### config.mk
export PLATFORM = sky130hd
export DESIGN_NAME = rp_analog_top
export DESIGN_NICKNAME = d
export VERILOG_FILES = /design/src/rp_pkg.sv /design/src/hk_cfg_if.sv /design/src/rp_analog_top.sv /design/src/hk_axil_regs.sv /design/src/dac_output.sv /design/src/dac_mixer.sv /design/src/adc_capture.sv
export VERILOG_INCLUDE_DIRS = /design/src
export SDC_FILE = /design/constraint.sdc
export NUM_CORES = 1
export LEC_CHECK = 0
export BUFFER_PORTS_ARGS = -buffer_cell sky130_fd_sc_hd__buf_2
export CAP_MARGIN = 40
export CELL_PAD_IN_SITES_DETAIL_PLACEMENT = 1
export CELL_PAD_IN_SITES_GLOBAL_PLACEMENT = 1
export CORE_MARGIN = 2
export CORE_UTILIZATION = 45
export DETAILED_ROUTE_END_ITERATION = 10
export PLACE_DENSITY = 0.82
export SYNTH_ARGS = -nofsm -noshare
export SYNTH_HDL_FRONTEND = slang
export SYNTH_SLANG_ARGS = --single-unit
### constraint.sdc
create_clock -name adc_clk -period 5.8 [get_ports adc_clk]
set_clock_uncertainty 0.1 [all_clocks]
set_input_delay 0.29 -clock adc_clk [delete_from_list [all_inputs] [get_ports adc_clk]]
set_output_delay 0.29 -clock adc_clk [all_outputs]
set_load 0.03 [all_outputs]
### src/rp_defines.svh
/*
 * analog data path constants
 * sample widths, housekeeping bus geometry, register map,
 * identification word and register reset values
 */
`ifndef RP_DEFINES_SVH
`define RP_DEFINES_SVH

// sample path widths
`define RP_SMP_W       14            // ADC/DAC word
`define RP_SUM_W       15            // level + sample, before saturation
`define RP_ADC_KEEP    12            // significant ADC bits

// housekeeping AXI4-Lite geometry
`define HK_ADDR_W      4
`define HK_DATA_W      32

// register byte offsets
`define HK_OFS_CTRL    4'h0
`define HK_OFS_LEVEL_A 4'h4
`define HK_OFS_LEVEL_B 4'h8
`define HK_OFS_ID      4'hC

`define HK_ID_VALUE    32'h5250_0A01 // read only identification
`define HK_CTRL_RST    32'h0000_0000 // loop, feeds and leds off
`define HK_LEVEL_RST   14'h0000      // zero DC level

// AXI response codes
`define HK_RESP_OKAY   2'b00
`define HK_RESP_SLVERR 2'b10

`endif
### src/rp_pkg.sv
/*
 * analog data path types
 * signed sample and sum words, housekeeping register views
 */
`default_nettype none

`include "rp_defines.svh"

package rp_pkg;

  typedef logic signed [`RP_SMP_W-1:0] smp_t; // two's complement sample
  typedef logic signed [`RP_SUM_W-1:0] sum_t; // one guard bit for the sum

  // control word at CTRL
  typedef struct packed {
    logic [15:0] rsvd_hi;      // 31:16, read as zero
    logic [7:0]  led;          // 15:8
    logic [4:0]  rsvd_lo;      // 7:3, read as zero
    logic        feed_b;       // bit 2
    logic        feed_a;       // bit 1
    logic        digital_loop; // bit 0
  } hk_ctrl_t;

  // level word at LEVEL_A / LEVEL_B
  typedef struct packed {
    logic [17:0] rsvd;         // 31:14, read as zero
    smp_t        level;        // 13:0 signed DC level
  } hk_level_t;

  // one bus word, two decodings picked by address
  typedef union packed {
    hk_ctrl_t  ctrl;
    hk_level_t level;
  } hk_word_u;

endpackage

`default_nettype wire

### src/hk_cfg_if.sv
/*
 * housekeeping configuration
 * static register outputs from the register block to the
 * capture and mixer stages, no handshake
 */
`timescale 1ns/100ps
`default_nettype none

interface hk_cfg_if import rp_pkg::*; ();

  logic digital_loop; // DAC channels back into ADC path
  logic feed_a;       // ADC A into mixer A
  logic feed_b;       // ADC B into mixer B
  smp_t level_a;      // DC level, channel A
  smp_t level_b;      // DC level, channel B

  modport regs (
    output digital_loop, feed_a, feed_b, level_a, level_b
  );

  modport capture (
    input digital_loop
  );

  modport mixer (
    input feed_a, feed_b, level_a, level_b
  );

endinterface

`default_nettype wire

### src/rp_analog_top.sv
/*
 * analog data path top
 * ADC capture -> level mixer -> DAC output, with digital loopback
 * and the AXI4-Lite housekeeping registers
 */
`timescale 1ns/100ps
`default_nettype none

`include "rp_defines.svh"

module rp_analog_top import rp_pkg::*; (
  input  logic                  adc_clk,
  input  logic                  rst_n_i,
  // converters
  input  logic [`RP_SMP_W-1:0]  adc_dat_a_i,
  input  logic [`RP_SMP_W-1:0]  adc_dat_b_i,
  output logic [`RP_SMP_W-1:0]  dac_dat_a_o,
  output logic [`RP_SMP_W-1:0]  dac_dat_b_o,
  output logic                  dac_reset_o,
  output logic [7:0]            led_o,
  // housekeeping bus
  input  logic [`HK_ADDR_W-1:0] s_axil_awaddr_i,
  input  logic                  s_axil_awvalid_i,
  output logic                  s_axil_awready_o,
  input  logic [`HK_DATA_W-1:0] s_axil_wdata_i,
  input  logic                  s_axil_wvalid_i,
  output logic                  s_axil_wready_o,
  output logic [1:0]            s_axil_bresp_o,
  output logic                  s_axil_bvalid_o,
  input  logic                  s_axil_bready_i,
  input  logic [`HK_ADDR_W-1:0] s_axil_araddr_i,
  input  logic                  s_axil_arvalid_i,
  output logic                  s_axil_arready_o,
  output logic [`HK_DATA_W-1:0] s_axil_rdata_o,
  output logic [1:0]            s_axil_rresp_o,
  output logic                  s_axil_rvalid_o,
  input  logic                  s_axil_rready_i
);

  smp_t adc_a; // captured, crossed
  smp_t adc_b;
  smp_t mix_a; // saturated, also loopback source
  smp_t mix_b;

  hk_cfg_if cfg ();

  adc_capture i_adc (
    .adc_clk     (adc_clk),
    .rst_n_i     (rst_n_i),
    .adc_raw_a_i (adc_dat_a_i),
    .adc_raw_b_i (adc_dat_b_i),
    .loop_a_i    (mix_a),
    .loop_b_i    (mix_b),
    .cfg         (cfg.capture),
    .smp_a_o     (adc_a),
    .smp_b_o     (adc_b)
  );

  dac_mixer i_mix (
    .adc_clk (adc_clk),
    .rst_n_i (rst_n_i),
    .smp_a_i (adc_a),
    .smp_b_i (adc_b),
    .cfg     (cfg.mixer),
    .mix_a_o (mix_a),
    .mix_b_o (mix_b)
  );

  dac_output i_dac (
    .adc_clk     (adc_clk),
    .rst_n_i     (rst_n_i),
    .mix_a_i     (mix_a),
    .mix_b_i     (mix_b),
    .dac_dat_a_o (dac_dat_a_o),
    .dac_dat_b_o (dac_dat_b_o),
    .dac_reset_o (dac_reset_o)
  );

  hk_axil_regs i_hk (
    .adc_clk          (adc_clk),
    .rst_n_i          (rst_n_i),
    .s_axil_awaddr_i  (s_axil_awaddr_i),
    .s_axil_awvalid_i (s_axil_awvalid_i),
    .s_axil_awready_o (s_axil_awready_o),
    .s_axil_wdata_i   (s_axil_wdata_i),
    .s_axil_wvalid_i  (s_axil_wvalid_i),
    .s_axil_wready_o  (s_axil_wready_o),
    .s_axil_bresp_o   (s_axil_bresp_o),
    .s_axil_bvalid_o  (s_axil_bvalid_o),
    .s_axil_bready_i  (s_axil_bready_i),
    .s_axil_araddr_i  (s_axil_araddr_i),
    .s_axil_arvalid_i (s_axil_arvalid_i),
    .s_axil_arready_o (s_axil_arready_o),
    .s_axil_rdata_o   (s_axil_rdata_o),
    .s_axil_rresp_o   (s_axil_rresp_o),
    .s_axil_rvalid_o  (s_axil_rvalid_o),
    .s_axil_rready_i  (s_axil_rready_i),
    .cfg              (cfg.regs),
    .led_o            (led_o)
  );

endmodule

`default_nettype wire

### src/hk_axil_regs.sv
/*
 * housekeeping register block
 * AXI4-Lite slave with CTRL, LEVEL_A, LEVEL_B and a read only ID,
 * SLVERR on unmapped offsets, LED nibbles swapped at the output
 */
`timescale 1ns/100ps
`default_nettype none

`include "rp_defines.svh"

module hk_axil_regs import rp_pkg::*; (
  input  logic                 adc_clk,
  input  logic                 rst_n_i,
  // write address / data / response
  input  logic [`HK_ADDR_W-1:0] s_axil_awaddr_i,
  input  logic                  s_axil_awvalid_i,
  output logic                  s_axil_awready_o,
  input  logic [`HK_DATA_W-1:0] s_axil_wdata_i,
  input  logic                  s_axil_wvalid_i,
  output logic                  s_axil_wready_o,
  output logic [1:0]            s_axil_bresp_o,
  output logic                  s_axil_bvalid_o,
  input  logic                  s_axil_bready_i,
  // read address / data
  input  logic [`HK_ADDR_W-1:0] s_axil_araddr_i,
  input  logic                  s_axil_arvalid_i,
  output logic                  s_axil_arready_o,
  output logic [`HK_DATA_W-1:0] s_axil_rdata_o,
  output logic [1:0]            s_axil_rresp_o,
  output logic                  s_axil_rvalid_o,
  input  logic                  s_axil_rready_i,
  hk_cfg_if.regs                cfg,
  output logic [7:0]            led_o
);

  hk_ctrl_t ctrl_q;    // CTRL, reserved bits kept zero
  smp_t     level_a_q;
  smp_t     level_b_q;

  hk_word_u wr_word;   // write data, either view
  hk_ctrl_t wr_ctrl;   // control view, reserved cleared
  hk_word_u rd_mux;    // read data before register
  logic     wr_go;     // start of write accept pulse
  logic     wr_en;     // write handshake this cycle
  logic     wr_map;    // writable offset
  logic     rd_go;
  logic     rd_en;
  logic     rd_map;    // readable offset

  ////////////////////////////////
  // write channel
  ////////////////////////////////

  assign wr_go = s_axil_awvalid_i & s_axil_wvalid_i & ~s_axil_awready_o & ~s_axil_bvalid_o;
  assign wr_en = s_axil_awready_o & s_axil_awvalid_i & s_axil_wvalid_i;
  assign wr_word = s_axil_wdata_i; // strobes ignored, full word

  always_comb
  begin
    wr_ctrl              = '0;
    wr_ctrl.digital_loop = wr_word.ctrl.digital_loop;
    wr_ctrl.feed_a       = wr_word.ctrl.feed_a;
    wr_ctrl.feed_b       = wr_word.ctrl.feed_b;
    wr_ctrl.led          = wr_word.ctrl.led;
    case (s_axil_awaddr_i)
      `HK_OFS_CTRL, `HK_OFS_LEVEL_A, `HK_OFS_LEVEL_B: wr_map = 1'b1;
      default:                                        wr_map = 1'b0; // ID too
    endcase
  end

  always_ff @(posedge adc_clk or negedge rst_n_i)
  begin
    if (!rst_n_i)
    begin
      s_axil_awready_o <= 1'b0;
      s_axil_wready_o  <= 1'b0;
      s_axil_bvalid_o  <= 1'b0;
      s_axil_bresp_o   <= `HK_RESP_OKAY;
    end
    else
    begin
      s_axil_awready_o <= wr_go; // one cycle pulse, both together
      s_axil_wready_o  <= wr_go;
      if (wr_en)
      begin
        s_axil_bvalid_o <= 1'b1;
        s_axil_bresp_o  <= wr_map ? `HK_RESP_OKAY : `HK_RESP_SLVERR;
      end
      else if (s_axil_bready_i)
        s_axil_bvalid_o <= 1'b0;
    end
  end

  // register file
  always_ff @(posedge adc_clk or negedge rst_n_i)
  begin
    if (!rst_n_i)
    begin
      ctrl_q    <= `HK_CTRL_RST;
      level_a_q <= `HK_LEVEL_RST;
      level_b_q <= `HK_LEVEL_RST;
    end
    else if (wr_en)
    begin
      case (s_axil_awaddr_i)
        `HK_OFS_CTRL:    ctrl_q    <= wr_ctrl;
        `HK_OFS_LEVEL_A: level_a_q <= wr_word.level.level;
        `HK_OFS_LEVEL_B: level_b_q <= wr_word.level.level;
        default:         ;         // ID and holes change nothing
      endcase
    end
  end

  ////////////////////////////////
  // read channel
  ////////////////////////////////

  assign rd_go = s_axil_arvalid_i & ~s_axil_arready_o & ~s_axil_rvalid_o;
  assign rd_en = s_axil_arready_o & s_axil_arvalid_i;

  always_comb
  begin
    rd_mux = '0;
    rd_map = 1'b1;
    case (s_axil_araddr_i)
      `HK_OFS_CTRL:    rd_mux.ctrl        = ctrl_q;
      `HK_OFS_LEVEL_A: rd_mux.level.level = level_a_q;
      `HK_OFS_LEVEL_B: rd_mux.level.level = level_b_q;
      `HK_OFS_ID:      rd_mux             = `HK_ID_VALUE;
      default:         rd_map             = 1'b0; // zero data
    endcase
  end

  always_ff @(posedge adc_clk or negedge rst_n_i)
  begin
    if (!rst_n_i)
    begin
      s_axil_arready_o <= 1'b0;
      s_axil_rvalid_o  <= 1'b0;
      s_axil_rresp_o   <= `HK_RESP_OKAY;
    end
    else
    begin
      s_axil_arready_o <= rd_go;
      if (rd_en)
      begin
        s_axil_rvalid_o <= 1'b1;
        s_axil_rresp_o  <= rd_map ? `HK_RESP_OKAY : `HK_RESP_SLVERR;
      end
      else if (s_axil_rready_i)
        s_axil_rvalid_o <= 1'b0;
    end
  end

  always_ff @(posedge adc_clk)
  begin
    if (rd_en)
      s_axil_rdata_o <= rd_mux; // held until RREADY
  end

  // configuration out
  assign cfg.digital_loop = ctrl_q.digital_loop;
  assign cfg.feed_a       = ctrl_q.feed_a;
  assign cfg.feed_b       = ctrl_q.feed_b;
  assign cfg.level_a      = level_a_q;
  assign cfg.level_b      = level_b_q;

  assign led_o = {ctrl_q.led[3:0], ctrl_q.led[7:4]}; // nibble swap at the pins

endmodule

`default_nettype wire

### src/dac_output.sv
/*
 * DAC output side
 * two's complement to offset binary, channel swap at the pins,
 * and the DAC reset held until the first edge after release
 */
`timescale 1ns/100ps
`default_nettype none

`include "rp_defines.svh"

module dac_output import rp_pkg::*; (
  input  logic                 adc_clk,
  input  logic                 rst_n_i,
  input  smp_t                 mix_a_i,
  input  smp_t                 mix_b_i,
  output logic [`RP_SMP_W-1:0] dac_dat_a_o,
  output logic [`RP_SMP_W-1:0] dac_dat_b_o,
  output logic                 dac_reset_o
);

  localparam logic [`RP_SMP_W-1:0] DAC_MID = 1'b1 << (`RP_SMP_W-1); // offset zero

  // msb flip gives offset binary
  function automatic logic [`RP_SMP_W-1:0] to_ofs(smp_t s);
    return {~s[`RP_SMP_W-1], s[`RP_SMP_W-2:0]};
  endfunction

  always_ff @(posedge adc_clk or negedge rst_n_i)
  begin
    if (!rst_n_i)
    begin
      dac_dat_a_o <= DAC_MID; // pins idle at mid scale
      dac_dat_b_o <= DAC_MID;
    end
    else
    begin
      dac_dat_a_o <= to_ofs(mix_b_i); // ch B -> DAC A
      dac_dat_b_o <= to_ofs(mix_a_i); // ch A -> DAC B
    end
  end

  // DAC reset, active high
  always_ff @(posedge adc_clk or negedge rst_n_i)
  begin
    if (!rst_n_i)
      dac_reset_o <= 1'b1;
    else
      dac_reset_o <= 1'b0; // released one edge after rst_n_i
  end

endmodule

`default_nettype wire

### src/dac_mixer.sv
/*
 * DAC processing stage
 * per channel DC level plus optional ADC feed-through,
 * saturated to 14 bits and registered, also feeds the loopback
 */
`timescale 1ns/100ps
`default_nettype none

`include "rp_defines.svh"

module dac_mixer import rp_pkg::*; (
  input  logic     adc_clk,
  input  logic     rst_n_i,
  input  smp_t     smp_a_i,
  input  smp_t     smp_b_i,
  hk_cfg_if.mixer  cfg,
  output smp_t     mix_a_o,
  output smp_t     mix_b_o
);

  sum_t sum_a; // unsaturated, one guard bit
  sum_t sum_b;

  // two top bits differ -> overflow, clamp to +8191 / -8192
  function automatic smp_t sat(sum_t s);
    if (s[`RP_SUM_W-1] ^ s[`RP_SUM_W-2])
      return smp_t'({s[`RP_SUM_W-1], {(`RP_SMP_W-1){~s[`RP_SUM_W-1]}}});
    return s[`RP_SMP_W-1:0];
  endfunction

  always_comb
  begin
    sum_a = sum_t'(cfg.level_a) + (cfg.feed_a ? sum_t'(smp_a_i) : sum_t'(0));
    sum_b = sum_t'(cfg.level_b) + (cfg.feed_b ? sum_t'(smp_b_i) : sum_t'(0));
  end

  ////////////////////////////////
  // output register
  ////////////////////////////////

  always_ff @(posedge adc_clk or negedge rst_n_i)
  begin
    if (!rst_n_i)
    begin
      mix_a_o <= '0;
      mix_b_o <= '0;
    end
    else
    begin
      mix_a_o <= sat(sum_a);
      mix_b_o <= sat(sum_b);
    end
  end

endmodule

`default_nettype wire

### src/adc_capture.sv
/*
 * ADC input side
 * registers the parallel ADC words, converts negative slope offset
 * binary to two's complement at 12 bit significance, swaps the
 * channels and selects digital loopback in a second register stage
 */
`timescale 1ns/100ps
`default_nettype none

`include "rp_defines.svh"

module adc_capture import rp_pkg::*; (
  input  logic                 adc_clk,
  input  logic                 rst_n_i,
  input  logic [`RP_SMP_W-1:0] adc_raw_a_i, // pin A
  input  logic [`RP_SMP_W-1:0] adc_raw_b_i, // pin B
  input  smp_t                 loop_a_i,    // mixer A for loopback
  input  smp_t                 loop_b_i,    // mixer B for loopback
  hk_cfg_if.capture            cfg,
  output smp_t                 smp_a_o,
  output smp_t                 smp_b_o
);

  localparam int LSB_W = `RP_SMP_W - `RP_ADC_KEEP; // dropped low bits

  logic [`RP_SMP_W-1:0] raw_a_q; // pin registers
  logic [`RP_SMP_W-1:0] raw_b_q;

  // neg slope offset binary -> two's complement, low bits follow bit 2
  function automatic smp_t adc_conv(logic [`RP_SMP_W-1:0] raw);
    logic [`RP_SMP_W-1:0] tc;
    tc = {raw[`RP_SMP_W-1], ~raw[`RP_SMP_W-2:0]};
    return smp_t'({tc[`RP_SMP_W-1:LSB_W], {LSB_W{tc[LSB_W]}}});
  endfunction

  ////////////////////////////////
  // stage 1, pins
  ////////////////////////////////

  always_ff @(posedge adc_clk or negedge rst_n_i)
  begin
    if (!rst_n_i)
    begin
      raw_a_q <= '0;
      raw_b_q <= '0;
    end
    else
    begin
      raw_a_q <= adc_raw_a_i;
      raw_b_q <= adc_raw_b_i;
    end
  end

  ////////////////////////////////
  // stage 2, cross and loopback
  ////////////////////////////////

  always_ff @(posedge adc_clk or negedge rst_n_i)
  begin
    if (!rst_n_i)
    begin
      smp_a_o <= '0;
      smp_b_o <= '0;
    end
    else if (cfg.digital_loop)
    begin
      smp_a_o <= loop_a_i; // channels stay straight in loop
      smp_b_o <= loop_b_i;
    end
    else
    begin
      smp_a_o <= adc_conv(raw_b_q); // pin B -> ch A
      smp_b_o <= adc_conv(raw_a_q); // pin A -> ch B
    end
  end

endmodule

`default_nettype wire

==> load_flow_metrics.sql <==
INSERT INTO impl_metrics (metric_group, metric, value, unit) VALUES
('timing', 'timing.final.max_slew_violations', '0', ''),
('logic_synthesis', 'synth.yosys.seq_area_share', '0.5612', ''),
('logic_synthesis', 'mappedNetlistArea', '0.007784', 'mm²'),
('timing', 'rsz_0062_raised_after_global_routing', 'false', ''),
('worst_setup_path', 'critical_path_class', 'flop to flop', ''),
('logic_synthesis', 'synth.yosys.warnings', '0', ''),
('clocking', 'cts_hold_repair.buffers', '32', ''),
('worst_setup_path', 'critical_path.endpoint_type', 'flop', ''),
('pwr', 'worst_ir_drop_vdd', '0.2669', 'mV'),
('die', 'top_level_ports', '153', ''),
('timing', 'fin_crit', '3.407', 'ns'),
('logic_synthesis', 'syn_inst', '651', ''),
('timing', 'achievable-frequency', '0.2936', 'GHz'),
('die', 'rows', '48', ''),
('worst_setup_path', 'worstPathArrival', '3.65', 'ns'),
('final_layout', 'num_antenna_cells', '0', ''),
('final_layout', 'final-instance-count-excl-fill', '1029', ''),
('place', 'portBuffers', '119', ''),
('die', 'core-area', '0.01712', 'mm²'),
('timing', 'setup_tns', '0', 'ns'),
('pwr', 'pwrdens', '325.1', 'mW/mm²'),
('pwr', 'p_int', '2.189', 'mW'),
('logic_synthesis', 'post_synth_most_frequent_cells', '151 x sky130_fd_sc_hd__dfrtp_1, 51 x sky130_fd_sc_hd__nand2_1, 42 x sky130_fd_sc_hd__mux2_2, 40 x sky130_fd_sc_hd__o21ai_0, 33 x sky130_fd_sc_hd__nor2_1', ''),
('global_routing', 'grt_antenna_before_repair', '1', ''),
('pwr', 'combPwrFrac', '0.144', ''),
('clocking', 'total_clock_buffers_created_by_cts', '17', ''),
('routing', 'initialDrtViolationCount', '349', ''),
('die', 'floorplan.die_area', '0.01837', 'mm²'),
('clocking', 'clkSinkCount', '171', ''),
('global_routing', 'pin_count_of_the_biggest_net_entering_global_routing', '96', ''),
('timing', 'postLayoutSetupSlackWorst', '2.393', 'ns'),
('pwr', 'switching_power_as_a_share_of_total_power', '0.2856', ''),
('place', 'placement_stage_cell_area', '0.008476', 'mm²'),
('die', 'initial_utilization', '0.4548', ''),
('die', 'die_y', '135.5', 'µm'),
('run', 'max-cap-violations', '0', ''),
('worst_setup_path', 'cp-endpoint', 'i_mix.mix_b_o[12]', ''),
('global_routing', 'grt_overflow_total', '0', ''),
('clocking', 'root_buffer', 'sky130_fd_sc_hd__clkbuf_16', ''),
('worst_setup_path', 'worstReg2RegStart', 'i_hk.cfg.feed_b', ''),
('place', 'dpl.cell_count', '965', ''),
('logic_synthesis', 'avgSynthCellArea', '11.96', 'µm²'),
('worst_setup_path', 'timing.rr.end', 'i_mix.mix_b_o[12]', ''),
('place', 'post-place-ws', '2.365', 'ns'),
('final_layout', 'design.final.nets', '896', ''),
('worst_setup_path', 'worstSetupStartpointType', 'flop', ''),
('routing', 'post_drt_via_cell_ratio', '5.470', ''),
('pwr', 'post-layout-total-power', '3.065', 'mW'),
('worst_setup_path', 'rrSetupSlack', '2.39', 'ns'),
('routing', 'post-route-drc-count', '0', ''),
('pwr', 'total_switching_power', '875.1', 'µW'),
('worst_setup_path', 'critical_path.max_fanout', '16', ''),
('clocking', 'clock_insertion_delay_worst_skew', '0.44', 'ns'),
('logic_synthesis', 'async_flop_share', '0.9006', ''),
('place', 'place_congestion', '0.8567', ''),
('worst_setup_path', 'crit_path_start', 'i_hk.cfg.feed_b', ''),
('final_layout', 'syn2layout_area_growth', '21.11', '%'),
('routing', 'first_pass_iters', '4', ''),
('routing', 'route.final.wire_length', '20990', 'µm'),
('clocking', 'path_clk_slew', '0.07', 'ns'),
('worst_setup_path', 'worstPathRequired', '6.05', 'ns'),
('pwr', 'seqPwrFrac', '0.454', ''),
('worst_hold_path', 'hp-class', 'input port to flop', ''),
('routing', 'routed-via-count', '5629', ''),
('routing', 'routed_wire_length_per_instance', '20.40', 'µm'),
('outcome', 'status', 'finished, final reports clean', ''),
('timing', 'worstMarginPinSlew', '0.8760', 'ns'),
('timing', 'hold_violations', '0', ''),
('timing', 'final_setup_violations', '0', ''),
('pwr', 'cellLeakagePower', '4.566', 'nW'),
('final_layout', 'design_area', '0.009427', 'mm²');
-- state kept, by name, summed over array words and instances, names as in the netlist, 8 cells and up --
| signal | flops |
|---|---|
| i_hk.cfg.level_b | 14 |
| i_adc.raw_a_q | 12 |
| i_adc.smp_a_o | 14 |
| i_hk.led_o | 8 |
| i_hk.cfg.level_a | 14 |
| i_mix.mix_a_o | 14 |
| i_adc.raw_b_q | 12 |
| i_mix.mix_b_o | 14 |
| i_adc.smp_b_o | 14 |
| i_dac.dac_dat_a_o | 14 |
| i_hk.s_axil_rdata_o | 17 |
| i_dac.dac_dat_b_o | 14 |
-- routing by layer --
layer  vias up  track usage  wire length, µm
met5         -            0                7
met4         2      0.08333              409
met3        39      0.05350              888
met2       163       0.4261            10850
met1      2855       0.2878             8834
li1       2570            -                -
-- logic make-up (layout without fill, tap and decap cells) --
family | Yosys count | in the layout | synth area share
flip-flops | 171 | 171 | 0.5612
buffers and inverters | 54 | 194 | 0.03826
multiplexers | 52 | 52 | 0.07475
adder cells (fa/ha/maj) | 30 | 30 | 0.05015
AO/OA/AOI/OAI | 144 | 144 | 0.1339
XOR/XNOR | 21 | 21 | 0.02363
AND/OR/NAND/NOR | 178 | 178 | 0.1177
other | 1 | 14 | 0.0004818
-- placed cells by master (no fill, tap or decap), types with 15 or more instances in the layout --
master / Yosys / final
sky130_fd_sc_hd__a21oi_1: 30 / 30
sky130_fd_sc_hd__and2_1: 31 / 31
sky130_fd_sc_hd__buf_2: 6 / 118
sky130_fd_sc_hd__clkbuf_16: 0 / 18
sky130_fd_sc_hd__dfrtp_1: 151 / 151
sky130_fd_sc_hd__dlygate4sd3_1: 0 / 32
sky130_fd_sc_hd__edfxtp_1: 17 / 17
sky130_fd_sc_hd__ha_1: 28 / 28
sky130_fd_sc_hd__mux2_2: 42 / 42
sky130_fd_sc_hd__nand2_1: 51 / 51
sky130_fd_sc_hd__nand3_1: 16 / 16
sky130_fd_sc_hd__nor2_1: 33 / 33
sky130_fd_sc_hd__o21ai_0: 40 / 40
sky130_fd_sc_hd__xnor2_1: 15 / 15
-- power by group through the flow --
stage	registers, mW	clock network [mW]	logic [mW]
3_5_place_dp	1.41	0	0.421
3_3_place_gp	1.41	0	0.405
4_1_cts	1.39	1.24	0.444
2_1_floorplan	1.48	0	0.196
6_report	1.39	1.23	0.442
5_1_grt	1.40	1.30	0.478
-- worst max-delay path, stage by stage (launching register included) --
cell                       delay (ns)
sky130_fd_sc_hd__dfrtp_1         0.57
sky130_fd_sc_hd__and2_1          0.24
sky130_fd_sc_hd__ha_1            0.22
sky130_fd_sc_hd__fa_1            0.41
sky130_fd_sc_hd__a21o_1          0.22
sky130_fd_sc_hd__a221o_1         0.42
sky130_fd_sc_hd__a221oi_4        0.44
sky130_fd_sc_hd__and2_1          0.29
sky130_fd_sc_hd__nor2_1          0.13
sky130_fd_sc_hd__a211oi_2        0.28
-- worst min path at each step --
stage	from	endpoint	cells past startpoint
after CTS	s_axil_wdata_i[11]	i_hk.cfg.level_a[11]	2
after floorplan	rst_n_i	i_adc.raw_a_q[10]	0
after global routing	s_axil_wdata_i[9]	i_hk.cfg.level_a[9]	2
after detailed placement	i_mix.mix_a_o[9]	i_dac.dac_dat_b_o[9]	0
final	s_axil_wdata_i[3]	i_hk.cfg.level_a[3]	2
after global placement	i_mix.mix_b_o[7]	i_dac.dac_dat_a_o[7]	0
-- area by class of cell --
type                    instances  area, µm²
well taps                     225      281.5
clock buffers                  19      454.2
clock inverters                13      176.4
flip-flops and latches        171       4368
inverters                       8      30.03
fillers                      1831       7690
multi-input cells             439       3172
repair buffers                154      944.7
-- per-stage QoR --
step                      utilization  hold slack (ns)
after floorplan                     -          -0.1056
after global placement         0.4952           0.2604
after detailed placement       0.4952           0.2623
after CTS                      0.5507        0.0005330
after global routing           0.5507         0.005165
final                          0.5507          0.01024
Note: power is estimated with default switching activity, not from simulation.
